## src/exu_defs.svh

```systemverilog
`default_nettype none

`ifndef EXU_DEFS_SVH
`define EXU_DEFS_SVH

// data path and address width
`define EXU_XLEN 64

// architectural integer registers
`define EXU_NREGS 32

// bits needed to index one register
`define EXU_REG_AW 5

// bytes per memory word
`define EXU_LANES 8

// sequential pc increment, every instruction is 32 bits
`define EXU_PC_STEP 4

`endif

`default_nettype wire

```

## src/exu_mem_pkg.sv

```systemverilog
`include "exu_defs.svh"
`default_nettype none

package exu_mem_pkg;

    // access size, bytes = 1 << size
    typedef enum logic [1:0] {SZ_B, SZ_H, SZ_W, SZ_D} size_e;

    // one memory word seen as byte lanes or as half lanes
    // lane 0 is the lowest address
    typedef union packed {
        logic [`EXU_LANES-1:0][7:0]     b;
        logic [`EXU_LANES/2-1:0][15:0]  h;
    } mem_word_u;

    // memory port strobes
    // zero address and zero mask when the op does not touch memory
    typedef struct packed {
        logic [`EXU_XLEN-1:0]  raddr;
        logic [`EXU_XLEN-1:0]  waddr;
        logic [`EXU_XLEN-1:0]  wdata;
        logic [`EXU_LANES-1:0] wmask;
    } mem_req_t;

endpackage

`default_nettype wire

```

## src/exu_isa_pkg.sv

```systemverilog
`include "exu_defs.svh"
`default_nettype none

package exu_isa_pkg;

    // kept base integer operations, NOP is all zero
    typedef enum logic [5:0] {
        OP_NOP,
        OP_ADD, OP_SUB, OP_SLL, OP_SLT, OP_SLTU,
        OP_XOR, OP_SRL, OP_SRA, OP_OR, OP_AND,
        OP_ADDI, OP_SLTI, OP_SLTIU, OP_XORI, OP_ORI, OP_ANDI,
        OP_SLLI, OP_SRLI, OP_SRAI,
        OP_LUI, OP_AUIPC, OP_JAL, OP_JALR,
        OP_BEQ, OP_BNE, OP_BLT, OP_BGE, OP_BLTU, OP_BGEU,
        OP_LB, OP_LH, OP_LW, OP_LD, OP_LBU, OP_LHU, OP_LWU,
        OP_SB, OP_SH, OP_SW, OP_SD
    } op_e;

    typedef enum logic [3:0] {
        ALU_ADD, ALU_SUB, ALU_SLL, ALU_SRL, ALU_SRA,
        ALU_SLT, ALU_SLTU, ALU_XOR, ALU_OR, ALU_AND
    } alu_mode_e;

    // operand a source
    typedef enum logic [1:0] {OPA_RS1, OPA_PC, OPA_ZERO} opa_sel_e;

    // operand b source
    typedef enum logic {OPB_RS2, OPB_IMM} opb_sel_e;

    // link writes pc plus step
    typedef enum logic [1:0] {WB_ALU, WB_LOAD, WB_LINK} wb_sel_e;

    typedef enum logic [3:0] {
        BR_NONE, BR_EQ, BR_NE, BR_LT, BR_GE, BR_LTU, BR_GEU, BR_JAL, BR_JALR
    } br_cond_e;

    // one decoded instruction as handed over from decode
    typedef struct packed {
        op_e                   op;
        logic [`EXU_REG_AW-1:0] rd;
        logic [`EXU_REG_AW-1:0] rs1;
        logic [`EXU_REG_AW-1:0] rs2;
        logic [`EXU_XLEN-1:0]   imm;
        logic [`EXU_XLEN-1:0]   pc;
    } issue_t;

    // per-op control bundle, shared by every unit of the stage
    typedef struct packed {
        alu_mode_e          alu_mode;
        opa_sel_e           opa_sel;
        opb_sel_e           opb_sel;
        wb_sel_e            wb_sel;
        logic               reg_wen;
        logic               mem_read;
        logic               mem_write;
        exu_mem_pkg::size_e size;
        logic               load_signed;
        br_cond_e           br_cond;
    } ctrl_t;

endpackage

`default_nettype wire

```

## src/exu_lsu.sv

```systemverilog
`timescale 1ns/1ns
`include "exu_defs.svh"
`default_nettype none

module exu_lsu (
    input  logic                    rst_n,
    input  exu_isa_pkg::ctrl_t      ctrl,
    input  logic [`EXU_XLEN-1:0]    addr,
    input  logic [`EXU_XLEN-1:0]    src2,
    input  logic [`EXU_XLEN-1:0]    mem_rdata,
    output exu_mem_pkg::mem_req_t   mem_req,
    output logic [`EXU_XLEN-1:0]    load_data
);
    import exu_isa_pkg::*;
    import exu_mem_pkg::*;

    localparam int LANE_W = $clog2(`EXU_LANES);

    logic [LANE_W-1:0]    lane;
    logic [`EXU_LANES-1:0] base_mask;
    logic [LANE_W-1:0]    align_mask;
    logic [`EXU_XLEN-1:0] size_bits;
    logic                 store_act;
    mem_word_u            word;
    logic [`EXU_XLEN-1:0] raw;
    logic [`EXU_XLEN-1:0] fill;
    logic                 sign;

    assign lane = addr[LANE_W-1:0];

    // lanes covered from lane 0, and the low address bits that must be clear
    always_comb begin
        case (ctrl.size)
            SZ_B:    begin base_mask = 8'h01; align_mask = 3'b000; end
            SZ_H:    begin base_mask = 8'h03; align_mask = 3'b001; end
            SZ_W:    begin base_mask = 8'h0f; align_mask = 3'b011; end
            default: begin base_mask = 8'hff; align_mask = 3'b111; end
        endcase
    end

    // byte mask widened to bits
    always_comb begin
        for (int i = 0; i < `EXU_LANES; i++) begin
            size_bits[i*8 +: 8] = {8{base_mask[i]}};
        end
    end

    // no strobes out of reset
    assign store_act = ctrl.mem_write && rst_n;

    always_comb begin
        mem_req.raddr = ctrl.mem_read ? addr : '0;
        mem_req.waddr = ctrl.mem_write ? addr : '0;
        // low bytes of src2 moved up to the lane, rest stays zero
        mem_req.wdata = store_act ? (src2 & size_bits) << {lane, 3'b000} : '0;
        mem_req.wmask = store_act ? base_mask << lane : '0;
    end

    assign word = mem_rdata;

    // pick the lane, remember its top bit for sign extension
    always_comb begin
        case (ctrl.size)
            SZ_B: begin
                raw  = `EXU_XLEN'(word.b[lane]);
                sign = word.b[lane][7];
                fill = {{56{1'b1}}, 8'h00};
            end
            SZ_H: begin
                raw  = `EXU_XLEN'(word.h[lane[LANE_W-1:1]]);
                sign = word.h[lane[LANE_W-1:1]][15];
                fill = {{48{1'b1}}, 16'h0000};
            end
            SZ_W: begin
                // two halves of the upper or lower word
                raw  = `EXU_XLEN'({word.h[{lane[2], 1'b1}], word.h[{lane[2], 1'b0}]});
                sign = word.h[{lane[2], 1'b1}][15];
                fill = {{32{1'b1}}, 32'h0};
            end
            default: begin
                raw  = mem_rdata;
                sign = 1'b0;
                fill = '0;
            end
        endcase
    end

    assign load_data = !ctrl.mem_read ? '0 :
                       (ctrl.load_signed && sign) ? (raw | fill) : raw;

    // address comes from the alu, size from decode
    always_comb begin
        if (rst_n && (ctrl.mem_read || ctrl.mem_write)) begin
            a_aligned: assert final ((lane & align_mask) == '0)
                else $error("misaligned access at %h", addr);
        end
    end

endmodule

`default_nettype wire

```

## config.mk

```make
export PLATFORM = sky130hd
export DESIGN_NAME = exu_lsu
export DESIGN_NICKNAME = d
export VERILOG_FILES = /design/src/exu_mem_pkg.sv /design/src/exu_isa_pkg.sv /design/src/exu_lsu.sv
export VERILOG_INCLUDE_DIRS = /design/src /design/src/src
export SDC_FILE = /design/constraint.sdc
export NUM_CORES = 1
export LEC_CHECK = 0
export BUFFER_PORTS_ARGS = -buffer_cell sky130_fd_sc_hd__buf_2
export CAP_MARGIN = 20
export CORE_AREA = 2 2 187 189
export DETAILED_ROUTE_END_ITERATION = 10
export DIE_AREA = 0 0 189 191
export PLACE_DENSITY = 0.39
export SKIP_LAST_GASP = 1
export SLEW_MARGIN = 20
export SYNTH_ARGS = -nofsm -noshare
export SYNTH_HDL_FRONTEND = slang
export SYNTH_SLANG_ARGS = --single-unit
```

## constraint.sdc

```tcl
create_clock -name vclk -period 1.8
set_input_delay 0.27 -clock vclk [all_inputs]
set_output_delay 0.27 -clock vclk [all_outputs]
set_load 0.01 [all_outputs]
```

* Yosys cells after proc, flatten, opt, wreduce, memory -nomap -nowiden *
Index checks and enable logic that the tools add are counted.

word-level totals
  output and inout bits = 264
  input port bits = 212
  flip-flop bits (word level) = 0
  logic and storage cells = 31

operators by class
  equality and inequality tests = 2
  shift operators = 2
  reductions and logical operators = 3
  bitwise logic cells = 2
  magnitude comparators = 4
  multiplexer cells = 18

operator list
  cell                                                                           count
  64-bit case mux with 3 select lines                                            2
  64-bit 2-to-1 mux                                                              5
  16-bit 2-to-1 mux                                                              5
  64-bit bitwise AND                                                             1
  64-bit bitwise OR                                                              1
  64-bit by 6-bit << shifter with 64-bit output                                  1
  16-bit binary-select mux with 2-bit select                                     1
  8-bit binary-select mux with 3-bit select                                      1
  8-bit case mux with 3 select lines                                             1
  8-bit 2-to-1 mux                                                               2
  2-bit by 3-bit less-than comparator with 1-bit output (second input constant)  3
  8-bit by 3-bit << shifter with 8-bit output                                    1
  3-bit by 4-bit less-than comparator with 1-bit output (second input constant)  1
  1-bit case mux with 3 select lines                                             1
  2-bit by 1-bit equality test with 1-bit output (second input constant)         1
  2-bit equality test (second input constant)                                    1
  1-bit logical AND                                                              2
  2-bit zero test                                                                1

* Longest topological paths before layout *
Gate-level depths: netlist (run 1).

  depth after elaboration = 6
  depth in mapped cells = 8
  mapped depth without buffers = 5

* Least setup slack after synthesis (run 1) *
Ideal clock, no wire load.

  path kind = in2out
  from = input addr[2]
  to = output load_data[32]
  cell stages on the path = 8
  required time = 1.530 ns
  data arrival time = 1.676 ns
  path buffers = 3
  path slack = -0.146 ns
  path through = buf_6 mux4_2 nand2b_4 and4b_1 buf_6 nor2_8 buf_6 nand2_1

between the ends
  longest elaborated chain between the ends = 6
  elaborated cells on any way between the ends = 10
  those cells by class = 9 x mux; 1 x reduce/logical

RTL lines
  item                                                               line           source
  start, declared                                                    exu_lsu.sv:8   input logic [`EXU_XLEN-1:0] addr,
  8-bit binary-select mux with 3-bit select (tied with other cells)  exu_lsu.sv:66  sign = word.b[lane][7];
  8-bit 2-to-1 mux (not written as such) (tied with other cells)     exu_lsu.sv:66
  1-bit case mux with 3 select lines (*)                             exu_lsu.sv:63  case (ctrl.size)
  1-bit logical AND (*)                                              exu_lsu.sv:89  (ctrl.load_signed && sign) ? (raw | fill) : raw;
  64-bit 2-to-1 mux (*)                                              exu_lsu.sv:89
  64-bit 2-to-1 mux (*)                                              exu_lsu.sv:88  assign load_data = !ctrl.mem_read ? '0 :
  end, declared                                                      exu_lsu.sv:12  output logic [`EXU_XLEN-1:0] load_data

Every way passes the cells marked *; elsewhere a longest branch is shown, timed or not. The select of a mux whose other input is x is not followed.

* Worst setup path after layout (run 1) *
  from = input addr[0]
  to = output load_data[18]

between the ends
  longest elaborated chain between the ends = 6

RTL lines
  item                                       line
  8-bit binary-select mux with 3-bit select  exu_lsu.sv:66
  8-bit 2-to-1 mux (not written as such)     exu_lsu.sv:66
  1-bit case mux with 3 select lines         exu_lsu.sv:63
  1-bit logical AND                          exu_lsu.sv:89
  64-bit 2-to-1 mux                          exu_lsu.sv:89
  64-bit 2-to-1 mux                          exu_lsu.sv:88

Every way passes these cells. The select of a mux whose other input is x is not followed.

==> impl_results.html, run 1 <==
<table>
<tr><th>Metric</th><th>Value</th></tr>
<tr><th colspan="2">Pwr</th></tr>
<tr><td>Largest voltage drop on the vdd net</td><td>0.1336 mV</td></tr>
<tr><td>P_leak</td><td>5.574 nW</td></tr>
<tr><td>Pwr dens</td><td>268.1 nW/um^2</td></tr>
<tr><th colspan="2">Layout</th></tr>
<tr><td>Nets</td><td>1560</td></tr>
<tr><td>End-of-flow core utilization</td><td>32.78%</td></tr>
<tr><td>Layout area overhead</td><td>138.3%</td></tr>
<tr><td>Sequential standard cell area</td><td>0 um^2</td></tr>
<tr><td>Layout clock buffer count</td><td>0</td></tr>
<tr><td>Fraction of layout instances using a drive strength above 1</td><td>71.32%</td></tr>
<tr><td>Number of sequential cells in the layout</td><td>0</td></tr>
<tr><th colspan="2">Global route</th></tr>
<tr><td>Remaining global-route overflow</td><td>0</td></tr>
<tr><td>GRT met2 Usage</td><td>31.35%</td></tr>
<tr><td>Most Used Layer, Global Route</td><td>met2</td></tr>
<tr><td>Met1 track utilization from global routing</td><td>23.78%</td></tr>
<tr><td>Via count of the first global-routing pass</td><td>8283</td></tr>
<tr><td>Largest net degree at the start of global routing</td><td>77</td></tr>
<tr><td>Met3 track demand over resource in global routing</td><td>1.964%</td></tr>
<tr><td>Number of antenna violations at the first check in global routing</td><td>11</td></tr>
<tr><td>Overall routing resource usage</td><td>18.06%</td></tr>
<tr><td>First-pass GRT wire length</td><td>50710 um</td></tr>
<tr><th colspan="2">Logic synthesis</th></tr>
<tr><td>Yosys top cell area share</td><td>18.13%</td></tr>
<tr><td>Per-instance average area after synthesis</td><td>6.359 um^2</td></tr>
<tr><td>Synth area leaders</td><td>and2_1, mux2_2, mux2i_1, nand2_1, nor2_1</td></tr>
<tr><td>Yosys warning total</td><td>0</td></tr>
<tr><td>Post-Synthesis Cells</td><td>738</td></tr>
<tr><td>Cell accounting for the most synthesized area</td><td>and2_1</td></tr>
<tr><td>Sequential element share of the synthesized area</td><td>0%</td></tr>
<tr><td>Cell with the most instances after synthesis</td><td>and2_1</td></tr>
<tr><td>Count of unique library cells instantiated by Yosys</td><td>43</td></tr>
<tr><td>Synth cell count leaders</td><td>and2_1, nand2_1, nor2_1</td></tr>
<tr><td>Summed instance area of the synthesized netlist</td><td>4693 um^2</td></tr>
<tr><td>Synthesized net count</td><td>950</td></tr>
<tr><th colspan="2">Setup path</th></tr>
<tr><td>Origin of the worst setup path</td><td>addr[0]</td></tr>
<tr><td>CP Capture Type</td><td>primary output</td></tr>
<tr><td>Worst-path maximum fanout</td><td>6</td></tr>
<tr><td>Critical path endpoint</td><td>load_data[18]</td></tr>
<tr><td>Setup crit start kind</td><td>input port</td></tr>
<tr><td>Critical path arrival</td><td>1810 ps</td></tr>
<tr><td>Required time reported for the critical path endpoint</td><td>1530 ps</td></tr>
<tr><td>Class of the most critical setup path</td><td>input port to primary output</td></tr>
<tr><th colspan="2">Die</th></tr>
<tr><td># IOs</td><td>476</td></tr>
<tr><td>Height of the die</td><td>191 um</td></tr>
<tr><td>Row cnt</td><td>68</td></tr>
<tr><td>Initial Utilization</td><td>13.76%</td></tr>
<tr><td>Die area</td><td>36100 um^2</td></tr>
<tr><td>Placeable Area</td><td>34120 um^2</td></tr>
<tr><td>Horiz. Die Dim</td><td>189 um</td></tr>
<tr><th colspan="2">Min path</th></tr>
<tr><td>Hold/Removal Path Class</td><td>input port to primary output</td></tr>
<tr><th colspan="2">Route</th></tr>
<tr><td>Initial detailed-routing violation count</td><td>511</td></tr>
<tr><td>Via count</td><td>8394</td></tr>
<tr><td>Number of search-and-repair iterations in the first detailed-routing pass</td><td>5</td></tr>
<tr><td>Number of antenna-violating nets in the routed design</td><td>0</td></tr>
<tr><td>Total routed wirelength</td><td>35970 um</td></tr>
<tr><td>Avg WL per Cell</td><td>19.86 um</td></tr>
<tr><td>Post-detailed-route via-to-cell ratio</td><td>4.635</td></tr>
<tr><td>Remaining routing DRC violations</td><td>0</td></tr>
<tr><th colspan="2">STA</th></tr>
<tr><td>Worst-Margin Slew</td><td>539.2 ps</td></tr>
<tr><td>Final worst-path setup slack</td><td>-275.6 ps</td></tr>
<tr><td>Number of failing setup endpoints in the final timing report</td><td>112</td></tr>
<tr><td>Maximum clock rate</td><td>481.8 MHz</td></tr>
<tr><td>Hold_ws</td><td>841.3 ps</td></tr>
<tr><td>Period utilization</td><td>115.3%</td></tr>
<tr><td>Final Max Slew Viols</td><td>0</td></tr>
<tr><td>Setup repair after global routing missed its margin</td><td>yes</td></tr>
<tr><td>Final Hold Viols</td><td>0</td></tr>
<tr><td>Crit path time final</td><td>2076 ps</td></tr>
<tr><td>Slew Limit Headroom</td><td>64.05%</td></tr>
<tr><th colspan="2">Placement</th></tr>
<tr><td>Routability congestion estimate from global placement</td><td>0.9036</td></tr>
<tr><td>Port Buf Inserts</td><td>462</td></tr>
<tr><td>Post-DP HPWL</td><td>28540 um</td></tr>
<tr><th colspan="2">Job</th></tr>
<tr><td>Number of maximum-capacitance violations</td><td>0</td></tr>
<tr><th colspan="2">Status</th></tr>
<tr><td>Failing checks</td><td>setup timing</td></tr>
<tr><td>Status</td><td>complete, but fails checks</td></tr>
</table>
==> layer usage <==
metal  vias up  wire [um]
li1       3923          -
met5         -          0
met2       374      17670
met4         0        889
met1      4047      15540
met3        50       1875
==> power by group <==
group	switching (mW)	internal, mW
clock	0	0.000000744
combinational	1.51	1.49
sequential	0	0
==> worst max-delay path, cell delays in order <==
cell     delay (ps)
buf_12          120
buf_12          130
mux2i_1         110
a31oi_1         250
nand3_1         160
a31o_4          310
buf_12          150
a21oi_1         140
buf_2           150
==> cell families after synthesis <==
logic type	share of synthesized area [%]
buffers and inverters	8.051
muxes	23.19
AOI/OAI and AO/OA	30.66
and+or+nand+nor	38.10
==> layout by cell type, fill, tap and decap left out, types with 6 or more instances in the layout <==
master | netlist | final
diode_2 | 0 | 10
o21ai_2 | 0 | 11
nand2_4 | 0 | 7
nor2_1 | 75 | 47
o21ai_0 | 35 | 10
nor3_1 | 25 | 9
a211oi_2 | 0 | 9
nand2_2 | 0 | 21
a211o_1 | 7 | 7
a21oi_1 | 45 | 17
buf_4 | 2 | 144
a22oi_2 | 0 | 19
and2_4 | 0 | 10
nor2b_2 | 0 | 7
a221oi_2 | 0 | 8
o21ai_1 | 1 | 13
nand2_1 | 88 | 60
mux2i_1 | 48 | 39
mux2_4 | 0 | 26
o22a_1 | 8 | 8
buf_12 | 0 | 27
nor2_2 | 0 | 15
o221a_2 | 6 | 6
nor3_2 | 0 | 14
buf_2 | 17 | 415
a311oi_2 | 0 | 8
a311oi_1 | 15 | 7
nor2b_4 | 0 | 6
mux2_2 | 44 | 18
buf_6 | 5 | 83
a21oi_2 | 0 | 21
a21oi_4 | 0 | 7
a32oi_1 | 7 | 6
nor2_4 | 0 | 13
a31o_4 | 0 | 9
buf_8 | 0 | 10
and2_1 | 136 | 126
o22ai_1 | 7 | 6
==> final cells by class <==
type | instances | area, um^2
multi-input cells | 655 | 5635
repair buffers | 684 | 4923
fillers | 3684 | 22930
well taps | 455 | 569.3
inverters | 7 | 30.03
diodes | 10 | 25.02
==> worst min-delay path by stage <==
stage | startpoint | endpoint | slack, ps | cells after the start
after floorplan | mem_rdata[62] | load_data[62] | 650 | 2
after global placement | addr[3] | mem_req[139] | 840 | 3
after detailed placement | addr[37] | mem_req[109] | 840 | 3
after CTS | addr[37] | mem_req[109] | 840 | 3
after global routing | addr[3] | mem_req[139] | 850 | 3
final | addr[37] | mem_req[109] | 840 | 3
==> metrics by stage <==
stage	setup slack (ps)	std cells	power [mW]	area, um^2	TNS [ps]
4_1_cts	-327.5	1784	2.778	10440	-22310
3_3_place_gp	-382.9	1744	2.308	8797	-35030
5_1_grt	-326.9	1809	3.176	11180	-23990
3_5_place_dp	-422.0	1744	2.297	8797	-34520
2_1_floorplan	-117.4	738	1.095	4847	-3650
6_report	-275.6	1811	2.998	11180	-18410
==> timing repair <==
item,CTS,global route
buffers inserted,44,27
hold endpoints to repair,0,0
hold buffers,0,0
gates resized for setup,273,165
pin swaps,94,73
cloned,8,2
endpoints found under the setup margin,135,132
(Power assumes the default switching activity.)
==> run 2: changes to the inputs <==
--- a/config.mk
+++ b/config.mk
@@ -11,7 +11,7 @@
 export CORE_AREA = 2 2 187 189
 export DETAILED_ROUTE_END_ITERATION = 10
 export DIE_AREA = 0 0 189 191
-export PLACE_DENSITY = 0.39
+export PLACE_DENSITY = 0.38
 export SKIP_LAST_GASP = 1
 export SLEW_MARGIN = 20
 export SYNTH_ARGS = -nofsm -noshare
==> constraint.sdc (replaced) <==
create_clock -name vclk -period 2.24
set_input_delay 0.336 -clock vclk [all_inputs]
set_output_delay 0.336 -clock vclk [all_outputs]
set_load 0.01 [all_outputs]
==> impl_results.html, run 2 (synthesized netlist as in run 1, its figures left out) <==
<table>
<tr><th>Metric</th><th>Value</th></tr>
<tr><th colspan="2">Placement</th></tr>
<tr><td>Post-DP HPWL</td><td>29240 um</td></tr>
<tr><td>Port Buf Inserts</td><td>462</td></tr>
<tr><td>Routability congestion estimate from global placement</td><td>0.8858</td></tr>
<tr><th colspan="2">Setup path</th></tr>
<tr><td>Required time reported for the critical path endpoint</td><td>1900 ps</td></tr>
<tr><td>Class of the most critical setup path</td><td>input port to primary output</td></tr>
<tr><td>Critical Path, Cell by Cell</td><td>buf_8 &gt; mux4_2 &gt; nand2b_4 &gt; and4b_2 &gt; nor2_8 &gt; clkbuf_16 &gt; nand2_1 &gt; buf_2</td></tr>
<tr><td>Critical path arrival</td><td>1910 ps</td></tr>
<tr><td>Largest stage delay on the critical path</td><td>510 ps</td></tr>
<tr><td>CP Capture Type</td><td>primary output</td></tr>
<tr><td>Origin of the worst setup path</td><td>addr[2]</td></tr>
<tr><td>Worst-path maximum fanout</td><td>12</td></tr>
<tr><td>Buffers &amp; Inverters on Critical Path</td><td>3</td></tr>
<tr><td>Crit path max-delay family</td><td>simple AND/OR/NAND/NOR gates</td></tr>
<tr><td>Slowest-stage cell, CP</td><td>mux4_2</td></tr>
<tr><td>Setup crit start kind</td><td>input port</td></tr>
<tr><th colspan="2">Die</th></tr>
<tr><td>Die area</td><td>36100 um^2</td></tr>
<tr><td>Horiz. Die Dim</td><td>189 um</td></tr>
<tr><td>Row cnt</td><td>68</td></tr>
<tr><td># IOs</td><td>476</td></tr>
<tr><td>Initial Utilization</td><td>13.76%</td></tr>
<tr><td>Placeable Area</td><td>34120 um^2</td></tr>
<tr><td>Height of the die</td><td>191 um</td></tr>
<tr><th colspan="2">STA</th></tr>
<tr><td>Period utilization</td><td>100.3%</td></tr>
<tr><td>Slew Limit Headroom</td><td>47.08%</td></tr>
<tr><td>Final worst-path setup slack</td><td>-5.974 ps</td></tr>
<tr><td>Setup TNS</td><td>-20.54 ps</td></tr>
<tr><td>Final Max Slew Viols</td><td>0</td></tr>
<tr><td>Maximum clock rate</td><td>445.2 MHz</td></tr>
<tr><td>Final Hold Viols</td><td>0</td></tr>
<tr><td>Crit path time final</td><td>2246 ps</td></tr>
<tr><td>Setup repair after global routing missed its margin</td><td>yes</td></tr>
<tr><td>Number of failing setup endpoints in the final timing report</td><td>7</td></tr>
<tr><td>Worst-Margin Slew</td><td>789.5 ps</td></tr>
<tr><th colspan="2">Pwr</th></tr>
<tr><td>P_leak</td><td>4.590 nW</td></tr>
<tr><td>Pwr dens</td><td>215.0 nW/um^2</td></tr>
<tr><td>Largest voltage drop on the vdd net</td><td>0.06205 mV</td></tr>
<tr><th colspan="2">Layout</th></tr>
<tr><td>Layout clock buffer count</td><td>0</td></tr>
<tr><td>Commonest cells after routing, fill and taps aside</td><td>buf_2, and2_1, buf_4</td></tr>
<tr><td>Number of sequential cells in the layout</td><td>0</td></tr>
<tr><td>Layout area overhead</td><td>82.70%</td></tr>
<tr><td>Nets</td><td>1453</td></tr>
<tr><td>Sequential standard cell area</td><td>0 um^2</td></tr>
<tr><td>End-of-flow core utilization</td><td>25.13%</td></tr>
<tr><td>Most common library cell in the layout ignoring fill and taps</td><td>buf_2</td></tr>
<tr><td>Fraction of layout instances using a drive strength above 1</td><td>54.56%</td></tr>
<tr><th colspan="2">Global route</th></tr>
<tr><td>Via count of the first global-routing pass</td><td>7368</td></tr>
<tr><td>Number of antenna violations at the first check in global routing</td><td>6</td></tr>
<tr><td>Largest net degree at the start of global routing</td><td>77</td></tr>
<tr><td>Most Used Layer, Global Route</td><td>met2</td></tr>
<tr><td>Overall routing resource usage</td><td>17.71%</td></tr>
<tr><td>Met1 track utilization from global routing</td><td>23.12%</td></tr>
<tr><td>GRT met2 Usage</td><td>31.08%</td></tr>
<tr><td>Met3 track demand over resource in global routing</td><td>1.854%</td></tr>
<tr><td>First-pass GRT wire length</td><td>48450 um</td></tr>
<tr><td>Remaining global-route overflow</td><td>0</td></tr>
<tr><th colspan="2">Route</th></tr>
<tr><td>Remaining routing DRC violations</td><td>0</td></tr>
<tr><td>Initial detailed-routing violation count</td><td>470</td></tr>
<tr><td>Avg WL per Cell</td><td>20.82 um</td></tr>
<tr><td>Number of search-and-repair iterations in the first detailed-routing pass</td><td>5</td></tr>
<tr><td>Total routed wirelength</td><td>35400 um</td></tr>
<tr><td>Post-detailed-route via-to-cell ratio</td><td>4.604</td></tr>
<tr><td>Via count</td><td>7827</td></tr>
<tr><td>Number of antenna-violating nets in the routed design</td><td>0</td></tr>
<tr><th colspan="2">Min path</th></tr>
<tr><td>Worst min-delay path startpoint</td><td>addr[32]</td></tr>
<tr><td>Hold/Removal Path Class</td><td>input port to primary output</td></tr>
<tr><th colspan="2">Status</th></tr>
<tr><td>Status</td><td>complete, but fails checks</td></tr>
<tr><td>Failing checks</td><td>setup timing</td></tr>
<tr><th colspan="2">Clock network</th></tr>
<tr><td>Hold-fix buffers at CTS</td><td>0</td></tr>
<tr><th colspan="2">Job</th></tr>
<tr><td>Number of maximum-capacitance violations</td><td>0</td></tr>
</table>
-- run 2: layout make-up --
| class | instances | area [um^2] |
|---|---|---|
| timing repair buffer | 577 | 3477 |
| antenna | 6 | 15.01 |
| tap | 455 | 569.3 |
| fill | 3922 | 25540 |
| inverter | 7 | 30.03 |
| multi-input combinational | 655 | 4483 |
-- run 2: routing by layer --
| metal | share of wire (%) | up-vias |
|---|---|---|
| met5 | 0 | - |
| met4 | 2.4 | 0 |
| met3 | 5.7 | 32 |
| met2 | 49 | 387 |
| met1 | 43 | 3719 |
| li1 | - | 3689 |
-- run 2: path summary, 6_finish.rpt --
| kind | to | slack (ps) | cells past startpoint |
|---|---|---|---|
| worst max-delay path | load_data[46] | -6 | 8 |
| worst min-delay path | mem_req[104] | 980 | 3 |
-- run 2: power by group --
| group | leakage (nW) | switching (mW) | total (mW) | internal (mW) |
|---|---|---|---|---|
| clock | 0.0000380 | 0 | 0.000000359 | 0.000000359 |
| combinational | 4.59 | 1.01 | 1.84 | 0.836 |
| sequential | 0 | 0 | 0 | 0 |
| total | 4.59 | 1.01 | 1.84 | 0.836 |
-- run 2: tightest hold or removal path, delay by kind of cell --
kind,cells,cell delay [ps]
buffers and inverters,2,200
AND/OR/NAND/NOR,1,100
-- run 2: through the flow --
step / instance area, um^2 / hold slack, ps / worst slack, ps / total power, mW / std cells
6_report: 8574 / 976.1 / -5.974 / 1.843 / 1700
5_1_grt: 8574 / 986.3 / -65.21 / 1.970 / 1700
4_1_cts: 8243 / 976.8 / -30.33 / 1.769 / 1685
3_5_place_dp: 8147 / 975.7 / -151.7 / 1.737 / 1684
3_3_place_gp: 8142 / 972.2 / -326.4 / 1.744 / 1684
2_1_floorplan: 4693 / 782.8 / 162.1 / 0.8452 / 738
-- run 2: what timing repair did --
| item | CTS | global route |
|---|---|---|
| resized for setup | 16 | 47 |
| setup endpoints to repair | 76 | 85 |
| buffers inserted | 0 | 5 |
| gates cloned | 1 | 4 |
| pin swaps | 0 | 8 |
==> run 3: changes to the inputs <==
--- a/config.mk
+++ b/config.mk
@@ -6,7 +6,7 @@
 export SDC_FILE = /design/constraint.sdc
 export NUM_CORES = 1
 export LEC_CHECK = 0
-export BUFFER_PORTS_ARGS = -buffer_cell sky130_fd_sc_hd__buf_2
+export BUFFER_PORTS_ARGS = -buffer_cell sky130_fd_sc_hd__buf_4
 export CAP_MARGIN = 20
 export CORE_AREA = 2 2 187 189
 export DETAILED_ROUTE_END_ITERATION = 10
==> impl_results.html, run 3 (synthesized netlist as in run 1, its figures left out) <==
<table>
<tr><th>Metric</th><th>Value</th></tr>
<tr><th colspan="2">Status</th></tr>
<tr><td>Status</td><td>complete, but fails checks</td></tr>
<tr><td>Failing checks</td><td>setup timing</td></tr>
<tr><th colspan="2">Layout</th></tr>
<tr><td>Layout clock buffer count</td><td>0</td></tr>
<tr><td>Finished layout cell area</td><td>9588 um^2</td></tr>
<tr><td>Sequential standard cell area</td><td>0 um^2</td></tr>
<tr><td>Layout area overhead</td><td>104.3%</td></tr>
<tr><td>Most common library cell in the layout ignoring fill and taps</td><td>buf_4</td></tr>
<tr><td>Number of sequential cells in the layout</td><td>0</td></tr>
<tr><td>Nets</td><td>1442</td></tr>
<tr><td>Fraction of layout instances using a drive strength above 1</td><td>53.99%</td></tr>
<tr><td>Commonest cells after routing, fill and taps aside</td><td>buf_4, and2_1, nand2_1</td></tr>
<tr><td>Cell Count, Final, Fillers Out</td><td>1685</td></tr>
<tr><th colspan="2">Die</th></tr>
<tr><td>Placeable Area</td><td>34120 um^2</td></tr>
<tr><td>Row cnt</td><td>68</td></tr>
<tr><td>Height of the die</td><td>191 um</td></tr>
<tr><td>Horiz. Die Dim</td><td>189 um</td></tr>
<tr><td>Die area</td><td>36100 um^2</td></tr>
<tr><td># IOs</td><td>476</td></tr>
<tr><td>Initial Utilization</td><td>13.76%</td></tr>
<tr><th colspan="2">Setup path</th></tr>
<tr><td>Class of the most critical setup path</td><td>input port to primary output</td></tr>
<tr><td>Critical path arrival</td><td>1910 ps</td></tr>
<tr><td>CP Capture Type</td><td>primary output</td></tr>
<tr><td>Required time reported for the critical path endpoint</td><td>1900 ps</td></tr>
<tr><td>Setup crit start kind</td><td>input port</td></tr>
<tr><td>Worst-path maximum fanout</td><td>24</td></tr>
<tr><th colspan="2">Global route</th></tr>
<tr><td>Via count of the first global-routing pass</td><td>7706</td></tr>
<tr><td>Largest net degree at the start of global routing</td><td>79</td></tr>
<tr><td>First-pass GRT wire length</td><td>51730 um</td></tr>
<tr><td>Number of antenna violations at the first check in global routing</td><td>2</td></tr>
<tr><td>Remaining global-route overflow</td><td>0</td></tr>
<tr><td>Overall routing resource usage</td><td>18.87%</td></tr>
<tr><th colspan="2">STA</th></tr>
<tr><td>Setup repair after global routing missed its margin</td><td>yes</td></tr>
<tr><td>Crit path time final</td><td>2249 ps</td></tr>
<tr><td>Maximum clock rate</td><td>444.6 MHz</td></tr>
<tr><td>Setup TNS</td><td>-11.64 ps</td></tr>
<tr><td>Period utilization</td><td>100.4%</td></tr>
<tr><td>Number of failing setup endpoints in the final timing report</td><td>2</td></tr>
<tr><td>Worst-Margin Slew</td><td>698.0 ps</td></tr>
<tr><td>Final worst-path setup slack</td><td>-9.004 ps</td></tr>
<tr><td>Final Hold Viols</td><td>0</td></tr>
<tr><td>Slew Limit Headroom</td><td>53.21%</td></tr>
<tr><td>Final Max Slew Viols</td><td>0</td></tr>
<tr><th colspan="2">Placement</th></tr>
<tr><td>Total instance count after detailed placement</td><td>1677</td></tr>
<tr><td>Post-DP HPWL</td><td>30720 um</td></tr>
<tr><td>Placed Area</td><td>9248 um^2</td></tr>
<tr><td>Port Buf Inserts</td><td>462</td></tr>
<tr><td>Post-placement setup slack</td><td>-130.6 ps</td></tr>
<tr><td>Routability congestion estimate from global placement</td><td>0.8684</td></tr>
<tr><th colspan="2">Route</th></tr>
<tr><td>Post-detailed-route via-to-cell ratio</td><td>4.624</td></tr>
<tr><td>Total routed wirelength</td><td>36990 um</td></tr>
<tr><td>Via count</td><td>7791</td></tr>
<tr><td>Number of antenna-violating nets in the routed design</td><td>0</td></tr>
<tr><td>Remaining routing DRC violations</td><td>0</td></tr>
<tr><td>Number of search-and-repair iterations in the first detailed-routing pass</td><td>5</td></tr>
<tr><td>Avg WL per Cell</td><td>21.95 um</td></tr>
<tr><td>Initial detailed-routing violation count</td><td>522</td></tr>
<tr><th colspan="2">Pwr</th></tr>
<tr><td>Design Power</td><td>2.064 mW</td></tr>
<tr><td>P_leak</td><td>4.757 nW</td></tr>
<tr><td>Largest voltage drop on the vdd net</td><td>0.06896 mV</td></tr>
<tr><td>Pwr dens</td><td>215.2 nW/um^2</td></tr>
<tr><th colspan="2">Job</th></tr>
<tr><td>Number of maximum-capacitance violations</td><td>0</td></tr>
<tr><th colspan="2">Min path</th></tr>
<tr><td>Hold/Removal Path Class</td><td>input port to primary output</td></tr>
<tr><th colspan="2">Clock network</th></tr>
<tr><td>Hold-fix buffers at CTS</td><td>0</td></tr>
</table>
[run 3: report_power, final]
group	switching, mW	internal, mW	total, mW
clock network	0	0.000000121	0.000000121
registers	0	0	0
logic	1.02	1.04	2.06
total	1.02	1.04	2.06
[run 3: final timing paths]
path	startpoint	endpoint	cells after the start	slack, ps
min	mem_rdata[35]	load_data[35]	4	960
max	addr[2]	load_data[37]	8	-9
[run 3: timing repair]
| item | CTS | global route |
|---|---|---|
| cloned | 1 | 2 |
| pin swaps | 0 | 3 |
| gates resized for setup | 23 | 30 |
| setup endpoints to repair | 77 | 77 |
| buffers inserted | 0 | 3 |
[run 3: worst max-delay path, cell delays in order]
cell and delay, ps:
buf_6 90, mux4_2 490, nand2b_4 160, and4b_2 280, nor2_8 140, buf_12 170, nand2_1 80, buf_4 140
[run 3: metal layers]
metal  share of wire [%]  wire length [um]  GRT usage, %
met4                 3.1              1157         4.838
met1                  42             15360         24.36
met3                 6.1              2248         2.185
met5                   0                 0             0
met2                  49             18220         33.19
[run 3: area by class of cell]
type | count | area, um^2
Fill cell | 3805 | 24530
Inverter | 7 | 30.03
Tap cell | 455 | 569.3
Timing Repair Buffer | 566 | 4506
Multi-Input combinational cell | 655 | 4478
Antenna cell | 2 | 5.005
[run 3: metrics by stage]
step / hold WS [ps] / util [%]
2_1_floorplan: 782.8 / -
3_3_place_gp: 961.1 / 27.09
3_5_place_dp: 963.1 / 27.11
4_1_cts: 962.3 / 27.48
5_1_grt: 980.8 / 28.10
6_report: 961.4 / 28.10
